<file path="config.mk">
export PLATFORM = sky130hd
export DESIGN_NAME = cpu_execute
export DESIGN_NICKNAME = d
export VERILOG_FILES = /design/src/logic/cpu_isa_pkg.sv /design/src/logic/cpu_pipe_pkg.sv /design/src/logic/cpu_execute.sv
export VERILOG_INCLUDE_DIRS = /design/src /design/src/logic
export SDC_FILE = /design/constraint.sdc
export NUM_CORES = 1
export LEC_CHECK = 0
export ABC_AREA = 1
export BUFFER_PORTS_ARGS = -buffer_cell sky130_fd_sc_hd__buf_2
export CAP_MARGIN = 20
export CORE_MARGIN = 8
export CORE_UTILIZATION = 40
export DETAILED_ROUTE_END_ITERATION = 8
export PLACE_DENSITY = 0.71
export SLEW_MARGIN = 5
export SYNTH_ARGS = -nofsm -noshare
export SYNTH_HDL_FRONTEND = slang
export SYNTH_SLANG_ARGS = --single-unit
</file>
<file path="constraint.sdc">
create_clock -name clk -period 6.5 [get_ports clk]
set_input_delay 0.975 -clock clk [delete_from_list [all_inputs] [get_ports clk]]
set_output_delay 0.975 -clock clk [all_outputs]
set_load 0.02 [all_outputs]
</file>
<file path="src/logic/cpu_consts.svh">
`ifndef CPU_CONSTS_SVH
`define CPU_CONSTS_SVH

// datapath and instruction word width
`define CPU_DATA_W 16

// word counts of the two memories
`define CPU_IMEM_WORDS 256
`define CPU_DMEM_WORDS 256

// word index width, byte address bits [8:1]
`define CPU_ADDR_W 8

// byte address bit that routes a store to the output port
`define CPU_IO_BIT 15

`endif

</file>
<file path="src/logic/cpu_isa_pkg.sv">
`include "cpu_consts.svh"

package cpu_isa_pkg;

  // 4-bit opcode field, unlisted codes are treated as no-op
  typedef enum logic [3:0] {
    OP_ADD = 4'h0,
    OP_SUB = 4'h1,
    OP_XOR = 4'h2,
    OP_SLL = 4'h4,
    OP_SRA = 4'h5,
    OP_ROR = 4'h6,
    OP_LW  = 4'h8,
    OP_SW  = 4'h9,
    OP_LLB = 4'hA,
    OP_HLT = 4'hF
  } opcode_e;

  // instruction word layout
  // rd is the data register for SW, {rs, rt_imm} is the LLB byte
  typedef struct packed {
    opcode_e    opcode;
    logic [3:0] rd;
    logic [3:0] rs;
    logic [3:0] rt_imm;
  } instr_t;

  // alu status, same bit order as the classic {V, N, Z}
  typedef struct packed {
    logic v;
    logic n;
    logic z;
  } flags_t;

endpackage

</file>
<file path="src/logic/cpu_pipe_pkg.sv">
`include "cpu_consts.svh"

package cpu_pipe_pkg;

  // fetch to decode
  typedef struct packed {
    logic                valid;
    cpu_isa_pkg::instr_t instr;
  } if_id_t;

  // decode to execute, register values as read in decode
  typedef struct packed {
    logic                     valid;
    cpu_isa_pkg::opcode_e     op;
    logic [3:0]               rd;
    logic [3:0]               rs;
    logic [3:0]               rt;
    logic [`CPU_DATA_W-1:0]   rs_val;
    logic [`CPU_DATA_W-1:0]   rt_val;
    logic [`CPU_DATA_W-1:0]   imm;
    logic                     use_imm;
    logic                     reg_write;
    logic                     mem_read;
    logic                     mem_write;
  } id_ex_t;

  // execute to memory, result doubles as the byte address
  typedef struct packed {
    logic                   valid;
    logic [`CPU_DATA_W-1:0] result;
    logic [`CPU_DATA_W-1:0] store_data;
    logic [3:0]             rd;
    logic                   reg_write;
    logic                   mem_read;
    logic                   mem_write;
    logic                   is_halt;
  } ex_mem_t;

  // memory to writeback
  typedef struct packed {
    logic                   valid;
    logic [3:0]             rd;
    logic                   reg_write;
    logic [`CPU_DATA_W-1:0] result;
    logic                   is_halt;
  } mem_wb_t;

  // forwarding source, reg_write already qualified by valid
  typedef struct packed {
    logic [3:0]             rd;
    logic                   reg_write;
    logic [`CPU_DATA_W-1:0] value;
  } fwd_t;

  // output port write, low 15 bits of the byte address plus data
  typedef struct packed {
    logic [`CPU_IO_BIT-1:0] addr;
    logic [`CPU_DATA_W-1:0] data;
  } io_write_t;

endpackage

</file>
<file path="src/logic/cpu_execute.sv">
`timescale 1ns/1ps
`include "cpu_consts.svh"

module cpu_execute (
  input  logic                  clk,
  input  logic                  rst_n,
  input  cpu_pipe_pkg::id_ex_t  id_ex,
  input  cpu_pipe_pkg::fwd_t    mem_fwd,
  input  cpu_pipe_pkg::fwd_t    wb_fwd,
  output cpu_pipe_pkg::ex_mem_t ex_mem,
  output cpu_isa_pkg::flags_t   flags
);

  logic [`CPU_DATA_W-1:0]   rs_op;
  logic [`CPU_DATA_W-1:0]   rt_op;
  logic [`CPU_DATA_W-1:0]   a_op;
  logic [`CPU_DATA_W-1:0]   b_op;
  logic [2*`CPU_DATA_W-1:0] rot;
  logic [`CPU_DATA_W-1:0]   alu_y;
  logic                     alu_v;
  cpu_pipe_pkg::ex_mem_t    ex_mem_d;

  // memory stage is newer than writeback so it wins, r0 is never forwarded
  function automatic logic [`CPU_DATA_W-1:0] fwd_pick(
    input logic [3:0]             src,
    input logic [`CPU_DATA_W-1:0] decoded,
    input cpu_pipe_pkg::fwd_t     near,
    input cpu_pipe_pkg::fwd_t     far
  );
    logic [`CPU_DATA_W-1:0] pick;
    pick = decoded;
    if (src != 4'd0 && far.reg_write && far.rd == src) begin
      pick = far.value;
    end
    if (src != 4'd0 && near.reg_write && near.rd == src) begin
      pick = near.value;
    end
    return pick;
  endfunction

  assign rs_op = fwd_pick(id_ex.rs, id_ex.rs_val, mem_fwd, wb_fwd);
  // for SW this is the store data
  assign rt_op = fwd_pick(id_ex.rt, id_ex.rt_val, mem_fwd, wb_fwd);

  assign a_op = rs_op;
  assign b_op = id_ex.use_imm ? id_ex.imm : rt_op;

  // rotate by shifting a doubled copy
  assign rot = {a_op, a_op} >> b_op[3:0];

  always_comb begin
    alu_y = a_op + b_op;
    alu_v = 1'b0;
    case (id_ex.op)
      // overflow when like signs give a result of the other sign
      cpu_isa_pkg::OP_ADD: alu_v = (a_op[15] == b_op[15]) && (alu_y[15] != a_op[15]);
      cpu_isa_pkg::OP_SUB: begin
        alu_y = a_op - b_op;
        alu_v = (a_op[15] != b_op[15]) && (alu_y[15] != a_op[15]);
      end
      cpu_isa_pkg::OP_XOR: alu_y = a_op ^ b_op;
      cpu_isa_pkg::OP_SLL: alu_y = a_op << b_op[3:0];
      cpu_isa_pkg::OP_SRA: alu_y = $signed(a_op) >>> b_op[3:0];
      cpu_isa_pkg::OP_ROR: alu_y = rot[`CPU_DATA_W-1:0];
      // LW and SW keep the sum as the byte address
      cpu_isa_pkg::OP_LLB: alu_y = b_op;
      default: ;
    endcase
  end

  always_comb begin
    ex_mem_d            = '0;
    ex_mem_d.valid      = id_ex.valid;
    ex_mem_d.result     = alu_y;
    ex_mem_d.store_data = rt_op;
    ex_mem_d.rd         = id_ex.rd;
    ex_mem_d.reg_write  = id_ex.reg_write;
    ex_mem_d.mem_read   = id_ex.mem_read;
    ex_mem_d.mem_write  = id_ex.mem_write;
    ex_mem_d.is_halt    = (id_ex.op == cpu_isa_pkg::OP_HLT);
  end

  always_ff @(posedge clk) begin
    if (!rst_n) begin
      ex_mem <= '0;
    end else begin
      ex_mem <= ex_mem_d;
    end
  end

  // Z on arithmetic, logic and shifts, V and N on ADD and SUB only
  always_ff @(posedge clk) begin
    if (!rst_n) begin
      flags <= '0;
    end else if (id_ex.valid) begin
      case (id_ex.op)
        cpu_isa_pkg::OP_ADD, cpu_isa_pkg::OP_SUB: begin
          flags.v <= alu_v;
          flags.n <= alu_y[`CPU_DATA_W-1];
          flags.z <= (alu_y == '0);
        end
        cpu_isa_pkg::OP_XOR, cpu_isa_pkg::OP_SLL,
        cpu_isa_pkg::OP_SRA, cpu_isa_pkg::OP_ROR: flags.z <= (alu_y == '0);
        default: ;
      endcase
    end
  end

endmodule

</file>
==> results of run 1 <==
## flip-flops by register name (all words and copies together), names as in the netlist
name / flops
flags: 3
ex_mem: 41
## cell usage in the layout, fill, tap and decap left out, types with 3 or more instances in the layout
| master | instances |
|---|---|
| nand2_1 | 369 |
| nand3_1 | 200 |
| buf_2 | 156 |
| inv_1 | 136 |
| nor2_1 | 73 |
| a21oi_1 | 55 |
| dfxtp_1 | 44 |
| o21ai_0 | 38 |
| ha_1 | 32 |
| nand3_2 | 17 |
| xor2_1 | 13 |
| nand4_1 | 12 |
| or2_2 | 10 |
| nor3_1 | 10 |
| nand2_2 | 9 |
| o21ai_1 | 8 |
| a31oi_1 | 7 |
| o211ai_1 | 6 |
| o22ai_1 | 6 |
| inv_2 | 6 |
| buf_4 | 6 |
| nor2_2 | 5 |
| clkbuf_16 | 5 |
| o221ai_1 | 4 |
| a221oi_1 | 4 |
| or2_1 | 4 |
| and2_1 | 3 |
| o2111ai_1 | 3 |
| o21ai_2 | 3 |
| o31ai_1 | 3 |
| a21boi_0 | 3 |
| a21o_1 | 3 |
## power breakdown
group / internal (mW) / total (mW) / switching (mW) / leakage (nW)
clock network: 0.183 / 0.310 / 0.127 / 0.0804
logic: 0.245 / 0.784 / 0.539 / 3.76
registers: 0.299 / 0.304 / 0.00567 / 0.365
total: 0.727 / 1.40 / 0.671 / 4.20
## critical path, delay by kind of cell
family / cells / cell delay [ns]
buffers and inverters: 4 / 0.65
AO/OA/AOI/OAI: 10 / 1.90
adder cells (fa/ha/maj): 1 / 0.47
AND/OR/NAND/NOR: 14 / 1.76
## layout make-up
type | instances | area (um^2) | share of cell area
Sequential cell | 44 | 881 | 0.119
Tap cell | 216 | 270 | 0.0366
Antenna cell | 1 | 2.50 | 0.000339
Multi-Input combinational cell | 919 | 4700 | 0.636
Timing Repair Buffer | 162 | 826 | 0.112
Inverter | 143 | 537 | 0.0727
Clock buffer | 5 | 125 | 0.0169
Clock inverter | 3 | 46.3 | 0.00627
## worst min path at each step
stage / startpoint / endpoint / cells past startpoint
2_1_floorplan: flags[0] / flags[0] / 2
3_3_place_gp: flags[0] / flags[0] / 2
3_5_place_dp: flags[0] / flags[0] / 2
4_1_cts: flags[0] / flags[0] / 2
5_1_grt: flags[0] / flags[0] / 2
6_report: flags[0] / flags[0] / 2
## per-layer routing
| metal | part of all wire | up-vias | GRT usage |
|---|---|---|---|
| met4 | 0.044 | 0 | 0.114 |
| met5 | 0 | - | 0 |
| met1 | 0.40 | 3702 | 0.297 |
| li1 | - | 4016 | - |
| met3 | 0.093 | 79 | 0.0441 |
| met2 | 0.47 | 488 | 0.414 |
## through the flow
stage          power (mW)  setup slack (ns)
2_1_floorplan       0.857              2.17
3_3_place_gp         1.07             0.971
3_5_place_dp         1.07             0.861
4_1_cts              1.39              1.13
5_1_grt              1.49             0.502
6_report             1.40             0.954
## Yosys cell counts (4+ instances only)
cell | instances | share of area
or2_1 | 4 | 0.0039
nor2_2 | 5 | 0.0048
xor2_1 | 13 | 0.018
o22ai_1 | 6 | 0.0058
clkbuf_1 | 17 | 0.0099
nor3_1 | 10 | 0.0077
buf_4 | 6 | 0.0070
nand2_2 | 9 | 0.0087
a221oi_1 | 4 | 0.0054
nand3_1 | 200 | 0.15
nand2_1 | 369 | 0.21
a31oi_1 | 7 | 0.0068
ha_1 | 32 | 0.062
o221ai_1 | 4 | 0.0054
or2_2 | 10 | 0.0097
nand3_2 | 17 | 0.026
dfxtp_1 | 44 | 0.14
a21oi_1 | 55 | 0.043
o21ai_1 | 8 | 0.0062
o21ai_0 | 38 | 0.029
nand4_1 | 12 | 0.012
nor2_1 | 73 | 0.042
inv_2 | 6 | 0.0035
buf_6 | 11 | 0.019
inv_1 | 136 | 0.079
buf_2 | 17 | 0.013
o211ai_1 | 6 | 0.0070
## kinds of logic (layout without fill, tap and decap cells)
| kind of cell | count (synthesis) | after routing | synth area share |
|---|---|---|---|
| and+or+nand+nor | 720 | 720 | 0.502 |
| buffers and inverters | 197 | 313 | 0.136 |
| AOI/OAI and AO/OA | 152 | 152 | 0.140 |
| DFF | 44 | 44 | 0.136 |
| adders and majority gates | 34 | 34 | 0.0682 |
| xor gates and xnor gates | 13 | 13 | 0.0176 |
| other | 0 | 1 | 0 |
==> results.ini, run 1 <==
[run_status]
status=complete, no violations

[clock_tree]
clk_path_buf_depth=2
cts_sinks=44
cts_tree=done
root_buffer=clkbuf_16
path_clk_slew_ns=0.07
cts_setup_buffers=0
h-tree-depth=2
hold_buffers=0
ctsResizeCount=0
numCtsBuffers=5
clkLatencyLatePin_ns=0.30

[cells_and_area]
fin_cells=1493
finalInstanceArea_mm2=0.00739
final_nets=1422
drive_above_1_share=0.180
synthToLayoutAreaGrowth_pct=14.4
fin_util=0.467
fillers=1706

[sta]
tightestPinTransition_ns=1.08
rsz0062_at_grt=false
fin_skew_ns=0
hold_viol_final=0
fmax_ghz=0.180
fin_crit_sh=0.853
tns_ns=0
finalMaxSlewViolations=0
setup_violations=0
holdWs_ns=0.502
finalCriticalPeriod_ns=5.55
slew-limit-headroom=0.277

[route]
drt_drc_violations_left=0
vias=8285
detail-route-antenna-nets=0
viasPerCell=5.55
first_pass_iters=6
drt_iter0_markers=948
wl_um=25400
wl_per_cell_um=17.0

[global_routing]
grt_pass1_wl_um=40000
grt_usage=0.246
grt_max_degree=37
grt_pass1_vias=7791
grt-ovfl-total=0
antenna_found_initial=0

[synth]
synth-main-ff-cell=dfxtp_1
yosysWarnings=0
ys_types=52
syn_nets=1307
synth_area_per_cell_um2=5.57
ys_seq_elements=44
synth_edf_count=0
synthesis.instances=1160
syn-cell-area_mm2=0.00646
ys_seq_area_frac=0.136
async_flop_share=0

[worst_setup_path]
critPathMaxStageDelay_ns=0.47
crit_slowest_cell=ha_1
critPathKind=input pin to register
end_kind=register
worst_setup_path_start_kind=input pin
path_max_fanout=21
crit_arrival_ns=5.77
reg2regPathDepth=3
cp.required_ns=6.72
crit_top_cell=nand2_1
worstSetupStartpoint=wb_fwd[18]
r2r_start=flags[2]
regToRegEndpoint=flags[2]
r2r_slack_ns=5.75
cp-endpoint=flags[0]

[floorplanning]
dieHeight_um=143
ios=157
rows=46
initial_utilization=0.408
core_area_mm2=0.0158
die-area_mm2=0.0205
die_w_um=143

[place]
dp.cells=1484
dp_hpwl_um=20400
port_buffers=156
placed_cell_area_mm2=0.00721
gp_congestion=0.994

[job]
cap_violations=0

[power_and_ir_drop]
ir_drop_mv=0.109
p_leak_nw=4.20
powerDensity_mw_per_mm2=189

[min_path]
hp-class=register to register

Power figures use the tool's default switching activity.
==> inputs of run 2 (changes only) <==
--- a/config.mk
+++ b/config.mk
@@ -6,7 +6,6 @@
 export SDC_FILE = /design/constraint.sdc
 export NUM_CORES = 1
 export LEC_CHECK = 0
-export ABC_AREA = 1
 export BUFFER_PORTS_ARGS = -buffer_cell sky130_fd_sc_hd__buf_2
 export CAP_MARGIN = 20
 export CORE_MARGIN = 8
==> results.ini, run 2 <==
[cells_and_area]
largest_registers=ex_mem x41, flags x3
final_nets=1295  ; -8.9%
drive_above_1_share=0.244  ; +0.0634
layout_common_cells=buf_2 (156), nor2_1 (81), nand3_1 (78), nand2_1 (78), o21ai_0 (76)
regMostFlops=ex_mem
finalInstanceArea_mm2=0.00828  ; +12%
final_common_cell=buf_2
antennaDiodeCount=0  ; -1
synthToLayoutAreaGrowth_pct=21.1
largest_reg_flops=41  ; unchanged

[sta]
fmax_ghz=0.162  ; -10%
fin_crit_sh=0.951  ; +0.0981
fin_skew_ns=0  ; unchanged
setup_violations=0  ; unchanged
slew-limit-headroom=0.202  ; -0.0755
tightestPinTransition_ns=1.19  ; +0.116 ns
finalMaxSlewViolations=0  ; unchanged
rsz0062_at_grt=false
tns_ns=0  ; unchanged
setup_ws_ns=0.316  ; -0.638 ns
hold_viol_final=0  ; unchanged
finalCriticalPeriod_ns=6.18  ; +0.638 ns

[worst_setup_path]
regToRegEndpoint=flags[1]
cp.required_ns=6.71  ; about the same
crit_arrival_ns=6.39  ; +0.62 ns
r2r_slack_ns=5.85  ; +0.10 ns
worst_setup_path_start_kind=input pin
end_kind=register
r2r_start=flags[1]
critPathKind=input pin to register
path_max_fanout=14  ; -33%
reg2regPathDepth=3  ; unchanged

[route]
detail-route-antenna-nets=0  ; unchanged
drt_iter0_markers=1174  ; +24%
wl_per_cell_um=25.8  ; +52%
vias=9123  ; +10%
wl_um=35400  ; +39%
drt_drc_violations_left=0  ; unchanged
first_pass_iters=7  ; +1
viasPerCell=6.64  ; +20%

[global_routing]
antenna_found_initial=1  ; +1
grt_pass1_wl_um=53200  ; +33%
grt_usage=0.317  ; +0.0710
grt_max_degree=36  ; -2.7%
grt_pass1_vias=8831  ; +13%
grt-ovfl-total=0  ; unchanged

[job]
cap_violations=0  ; unchanged

[min_path]
worstHoldEndpoint=flags[2]
holdPathStages=2  ; unchanged
hp-class=register to register
min_from=flags[2]

[power_and_ir_drop]
ir_drop_mv=0.106  ; -2.5%
finalPower_mw=1.56  ; +11%
powerDensity_mw_per_mm2=188  ; -0.65%
p_leak_nw=3.43  ; -18%

[clock_tree]
hold_buffers=0  ; unchanged
h-tree-depth=2  ; unchanged
clkLatencyLatePin_ns=0.29  ; about the same
numCtsBuffers=5  ; unchanged
clk_path_buf_depth=2  ; unchanged
root_buffer=clkbuf_16
cts_tree=done
cts_sinks=44  ; unchanged
path_clk_slew_ns=0.08  ; about the same

[synth]
yosysMostFrequentCell=nor2_1
syn-cell-area_mm2=0.00684  ; +5.9%
synthesis.instances=984  ; -15%
synth_top_family_by_area=compound AO/OA/AOI/OAI gates
synth_xor_xnor_area_share=0.0333  ; +0.0157
ys_seq_area_frac=0.129  ; -0.00758
async_flop_share=0  ; unchanged
yosysWarnings=0  ; unchanged
synth_top_cell_by_area=dfxtp_1
synth_compound_area_frac=0.373  ; +0.233
ys_seq_elements=44  ; unchanged
synth_simple_gate_area_frac=0.270  ; -0.232
syn_nets=1131  ; -13%
ys_types=97  ; +87%
synthAdderAreaFrac=0.0644  ; -0.00379
synth_area_per_cell_um2=6.95  ; +25%
synthMuxAreaShare=0.0545  ; +0.0545
synth_common_cells=nor2_1 (83), nand2_1 (78), nand3_1 (78), o21ai_0 (77), a21oi_1 (58)
synth_top_area_share=0.129  ; -0.0856
synth_edf_count=0  ; unchanged
synth-main-ff-cell=dfxtp_1
synthTopCellsByArea=dfxtp_1 (13%), ha_1 (5.9%), nand3_1 (5.7%)

[floorplanning]
rows=48  ; +4.3%
ios=157  ; unchanged
initial_utilization=0.402  ; -0.00568
die_w_um=147  ; +2.6%
die-area_mm2=0.0215  ; +5.2%
core_area_mm2=0.0170  ; +7.4%
dieHeight_um=147  ; +2.6%

[place]
place_ws_ns=0.0600  ; -0.801 ns
dp_hpwl_um=28300  ; +38%
port_buffers=156  ; unchanged
placed_cell_area_mm2=0.00811  ; +12%
gp_congestion=1.01  ; +1.9%

[run_status]
status=complete, no violations

[run 2: cell count changes after synthesis, moves of 21 or more]
cell / delta
a31oi_1: +24
o21ai_0: +39
xnor2_1: +22
and2_1: +25
nand2_1: -291
mux2i_1: +26
inv_1: -94
clkbuf_1: +21
nor3_1: +27
nand3_1: -122
[run 2: stage by stage]
stage	hold WS (ns)	util	std cells
6_report	0.466	0.487	1374
5_1_grt	0.495	0.487	1374
4_1_cts	0.472	0.487	1374
3_5_place_dp	0.461	0.477	1366
3_3_place_gp	0.444	0.477	1366
2_1_floorplan	0.535	-	984
[run 2: area by class of cell]
type,count,area [um^2]
Clock inverter,3,46.3
Timing Repair Buffer,227,1310
Fill cell,1801,8710
Clock buffer,5,125
Multi-Input combinational cell,824,5460
Tap cell,225,282
Sequential cell,44,881
Inverter,46,175
[run 2: repair_timing]
item / 4_1_cts / 5_1_grt
setup buffers: 0 / 0
setup endpoints to repair: 0 / 1
gates resized for setup: 0 / 1
hold endpoints to repair: 0 / 0
[run 2: worst max-delay path by stage]
stage                    from       end  slack (ns)  cells past startpoint
floorplan           id_ex[52]  flags[0]        0.39                     20
finish              id_ex[52]  flags[0]        0.32                     20
CTS                 id_ex[54]  flags[0]        0.35                     19
global route        id_ex[52]  flags[0]       0.007                     20
detailed placement  id_ex[54]  flags[0]        0.06                     19
global placement    id_ex[54]  flags[0]        0.14                     19
[run 2: cells by family (layout without fill, tap and decap cells)]
group                    Yosys count  in the layout
flip-flops                        44             44
XOR/XNOR                          26             26
adder cells (fa/ha/maj)           34             34
AND/OR/NAND/NOR                  367            367
AO/OA/AOI/OAI                    364            364
multiplexers                      33             33
buffers and inverters            116            281
[run 2: report_power, final]
group          switching [mW]  total [mW]  internal (mW)
registers             0.00596       0.303          0.297
clock network           0.137       0.320          0.184
logic                   0.608       0.934          0.326
[run 2: critical path: stages]
cell and delay (ns):
buf_2 0.13, or4_4 0.54, nand4_2 0.18, o21ai_0 0.16, a311oi_1 0.41, nor2_2 0.11
buf_4 0.22, fa_1 0.45, or2_2 0.30, a21oi_1 0.20, a2111oi_0 0.20, o41ai_1 0.45
xor2_1 0.18, o221ai_1 0.22, a2111oi_0 0.39, o2111ai_1 0.20, nor3_2 0.25, nand3_1 0.09
or4_1 0.50, o31ai_1 0.23
[run 2: metal layers]
metal / wire (um) / track usage
met3: 4800 / 0.100
met2: 15100 / 0.482
met4: 1550 / 0.129
met1: 13900 / 0.406
met5: 13 / 0
==> inputs of run 3 (changes only) <==
--- a/config.mk
+++ b/config.mk
@@ -11,6 +11,7 @@
 export CORE_MARGIN = 8
 export CORE_UTILIZATION = 40
 export DETAILED_ROUTE_END_ITERATION = 8
+export MAX_ROUTING_LAYER = met4
 export PLACE_DENSITY = 0.71
 export SLEW_MARGIN = 5
 export SYNTH_ARGS = -nofsm -noshare
==> results.ini, run 3 (synthesized netlist as in run 2, its figures left out) <==
[run_status]
status=complete, no violations

[worst_setup_path]
path_max_fanout=4  ; -10
crit_arrival_ns=6.44  ; +0.05 ns
cp-endpoint=flags[0]
worstSetupStartpoint=id_ex[52]
regToRegEndpoint=flags[1]
r2r_slack_ns=5.85  ; about the same
end_kind=register
cp.required_ns=6.71  ; about the same
r2r_start=flags[1]
reg2regPathDepth=3  ; unchanged
critPathKind=input pin to register
worst_setup_path_start_kind=input pin

[place]
dp_hpwl_um=27100  ; -4.1%
dp.cells=1370  ; +0.29%
gp_congestion=1.05  ; +3.4%
port_buffers=156  ; unchanged

[floorplanning]
core_area_mm2=0.0170  ; unchanged
dieHeight_um=147  ; unchanged
rows=48  ; unchanged
die-area_mm2=0.0215  ; unchanged
initial_utilization=0.402  ; unchanged
ios=157  ; unchanged
die_w_um=147  ; unchanged

[route]
wl_um=34500  ; -2.7%
wl_per_cell_um=25.0  ; -3.2%
viasPerCell=6.62  ; -0.33%
first_pass_iters=7  ; unchanged
detail-route-antenna-nets=0  ; unchanged
drt_drc_violations_left=0  ; unchanged
drt_iter0_markers=1513  ; +29%
vias=9139  ; +0.18%

[global_routing]
grt_usage=0.317  ; about the same
grt_max_degree=46  ; +28%
met2_usage=0.476  ; -0.00645
use_met3=0.0714  ; -0.0289
grt-ovfl-total=0  ; unchanged
top_usage_layer=met2
grt_pass1_vias=8969  ; +1.6%
met1_usage=0.401  ; -0.00482
antenna_found_initial=1  ; unchanged
grt_pass1_wl_um=52400  ; -1.4%

[cells_and_area]
multi_input_area_mm2=0.00546  ; unchanged
area.sequential_um2=881  ; unchanged
largest_reg_flops=41  ; unchanged
drive_above_1_share=0.248  ; +0.00393
synthToLayoutAreaGrowth_pct=21.8
fillers=1717  ; -4.7%
fin_cells=1381  ; +0.51%
final_common_cell=buf_2
regMostFlops=ex_mem
largest_registers=ex_mem x41, flags x3
layout_common_cells=buf_2 (156), nor2_1 (82), nand3_1 (78), nand2_1 (78), buf_4 (77)
final_nets=1301  ; +0.46%

[power_and_ir_drop]
p_leak_nw=3.46  ; +0.85%
seqPwrFrac=0.194  ; about the same
intPower_mw=0.819  ; +1.6%
p_switching_mw=0.741  ; -1.3%
clkPwrFrac=0.203  ; -0.003
finalPower_mw=1.56  ; +0.20%
powerDensity_mw_per_mm2=187  ; -0.37%
combPwrFrac=0.603  ; +0.003
ir_drop_mv=0.110  ; +3.6%
swShare=0.475  ; -0.00701

[min_path]
hp-class=register to register
min_from=flags[2]

[clock_tree]
clk_path_buf_depth=2  ; unchanged
numCtsBuffers=5  ; unchanged
hold_buffers=0  ; unchanged
path_clk_slew_ns=0.07  ; about the same
cts_sinks=44  ; unchanged
clkLatencyLatePin_ns=0.29  ; about the same
cts_tree=done
h-tree-depth=2  ; unchanged
root_buffer=clkbuf_16

[job]
cap_violations=0  ; unchanged

[sta]
tightestPinTransition_ns=1.20  ; +0.00907 ns
finalCriticalPeriod_ns=6.23  ; +0.0449 ns
fmax_ghz=0.161  ; -0.72%
fin_skew_ns=0  ; unchanged
finalMaxSlewViolations=0  ; unchanged
slew-limit-headroom=0.195  ; -0.00607
setup_violations=0  ; unchanged
hold_viol_final=0  ; unchanged
fin_crit_sh=0.958  ; +0.00691

[run 3: cell count changes in the layout (fill, tap and decap cells not counted), sizes merged]
| cell | delta |
|---|---|
| diode | +1 |
| buf | +6 |
[run 3: final cells by class]
class | instances | area share
Tap cell | 225 | 0.0338
Timing Repair Buffer | 233 | 0.163
Inverter | 46 | 0.0210
Clock inverter | 3 | 0.00556
Antenna cell | 1 | 0.000300
Clock buffer | 5 | 0.0150
Sequential cell | 44 | 0.106
Multi-Input combinational cell | 824 | 0.656
[run 3: power by group through the flow]
stage	Clock, mW	Sequential (mW)	Combinational [mW]
CTS	0.322	0.303	0.906
finish	0.316	0.303	0.941
floorplan	0	0.345	0.524
detailed placement	0	0.309	0.900
global placement	0	0.308	0.908
global route	0.330	0.305	0.996
[run 3: layer usage]
layer,vias to the layer above,part of all wire
met5,-,0
met4,0,0.050
met3,146,0.12
met2,692,0.42
met1,4208,0.41
li1,4093,-
[run 3: metrics by stage]
stage | worst slack (ns) | hold WS, ns | setup TNS, ns | instance area [um^2] | util
after floorplan | 0.393 | 0.535 | 0 | 6840 | -
after global placement | 0.0342 | 0.445 | 0 | 8140 | 0.479
after detailed placement | -0.148 | 0.447 | -0.148 | 8140 | 0.479
after CTS | 0.147 | 0.457 | 0 | 8310 | 0.489
after global routing | -0.109 | 0.473 | -0.109 | 8330 | 0.490
final | 0.271 | 0.453 | 0 | 8330 | 0.490
[run 3: worst min-delay path by stage]
| stage | endpoint | cells after the start |
|---|---|---|
| floorplan | flags[2] | 2 |
| global placement | flags[2] | 2 |
| detailed placement | flags[2] | 2 |
| finish | flags[2] | 2 |
| global route | flags[2] | 2 |
| CTS | flags[2] | 2 |
[run 3: worst max-delay path: stages]
cell	delay [ns]
buf_2	0.12
or4_4	0.54
nand4_2	0.15
o21ai_0	0.15
a311oi_1	0.50
nor2_2	0.09
buf_4	0.18
fa_1	0.43
or2_2	0.29
a21oi_1	0.26
a2111oi_0	0.19
o41ai_1	0.36
buf_4	0.18
xor2_1	0.14
o221ai_1	0.19
a2111oi_0	0.36
o2111ai_1	0.20
nor3_2	0.26
nand3_1	0.12
or4_1	0.51
o31ai_1	0.24
[run 3: timing repair]
item,CTS,global route
setup endpoints to repair,0,1
resized for setup,0,1
buffers inserted,0,1
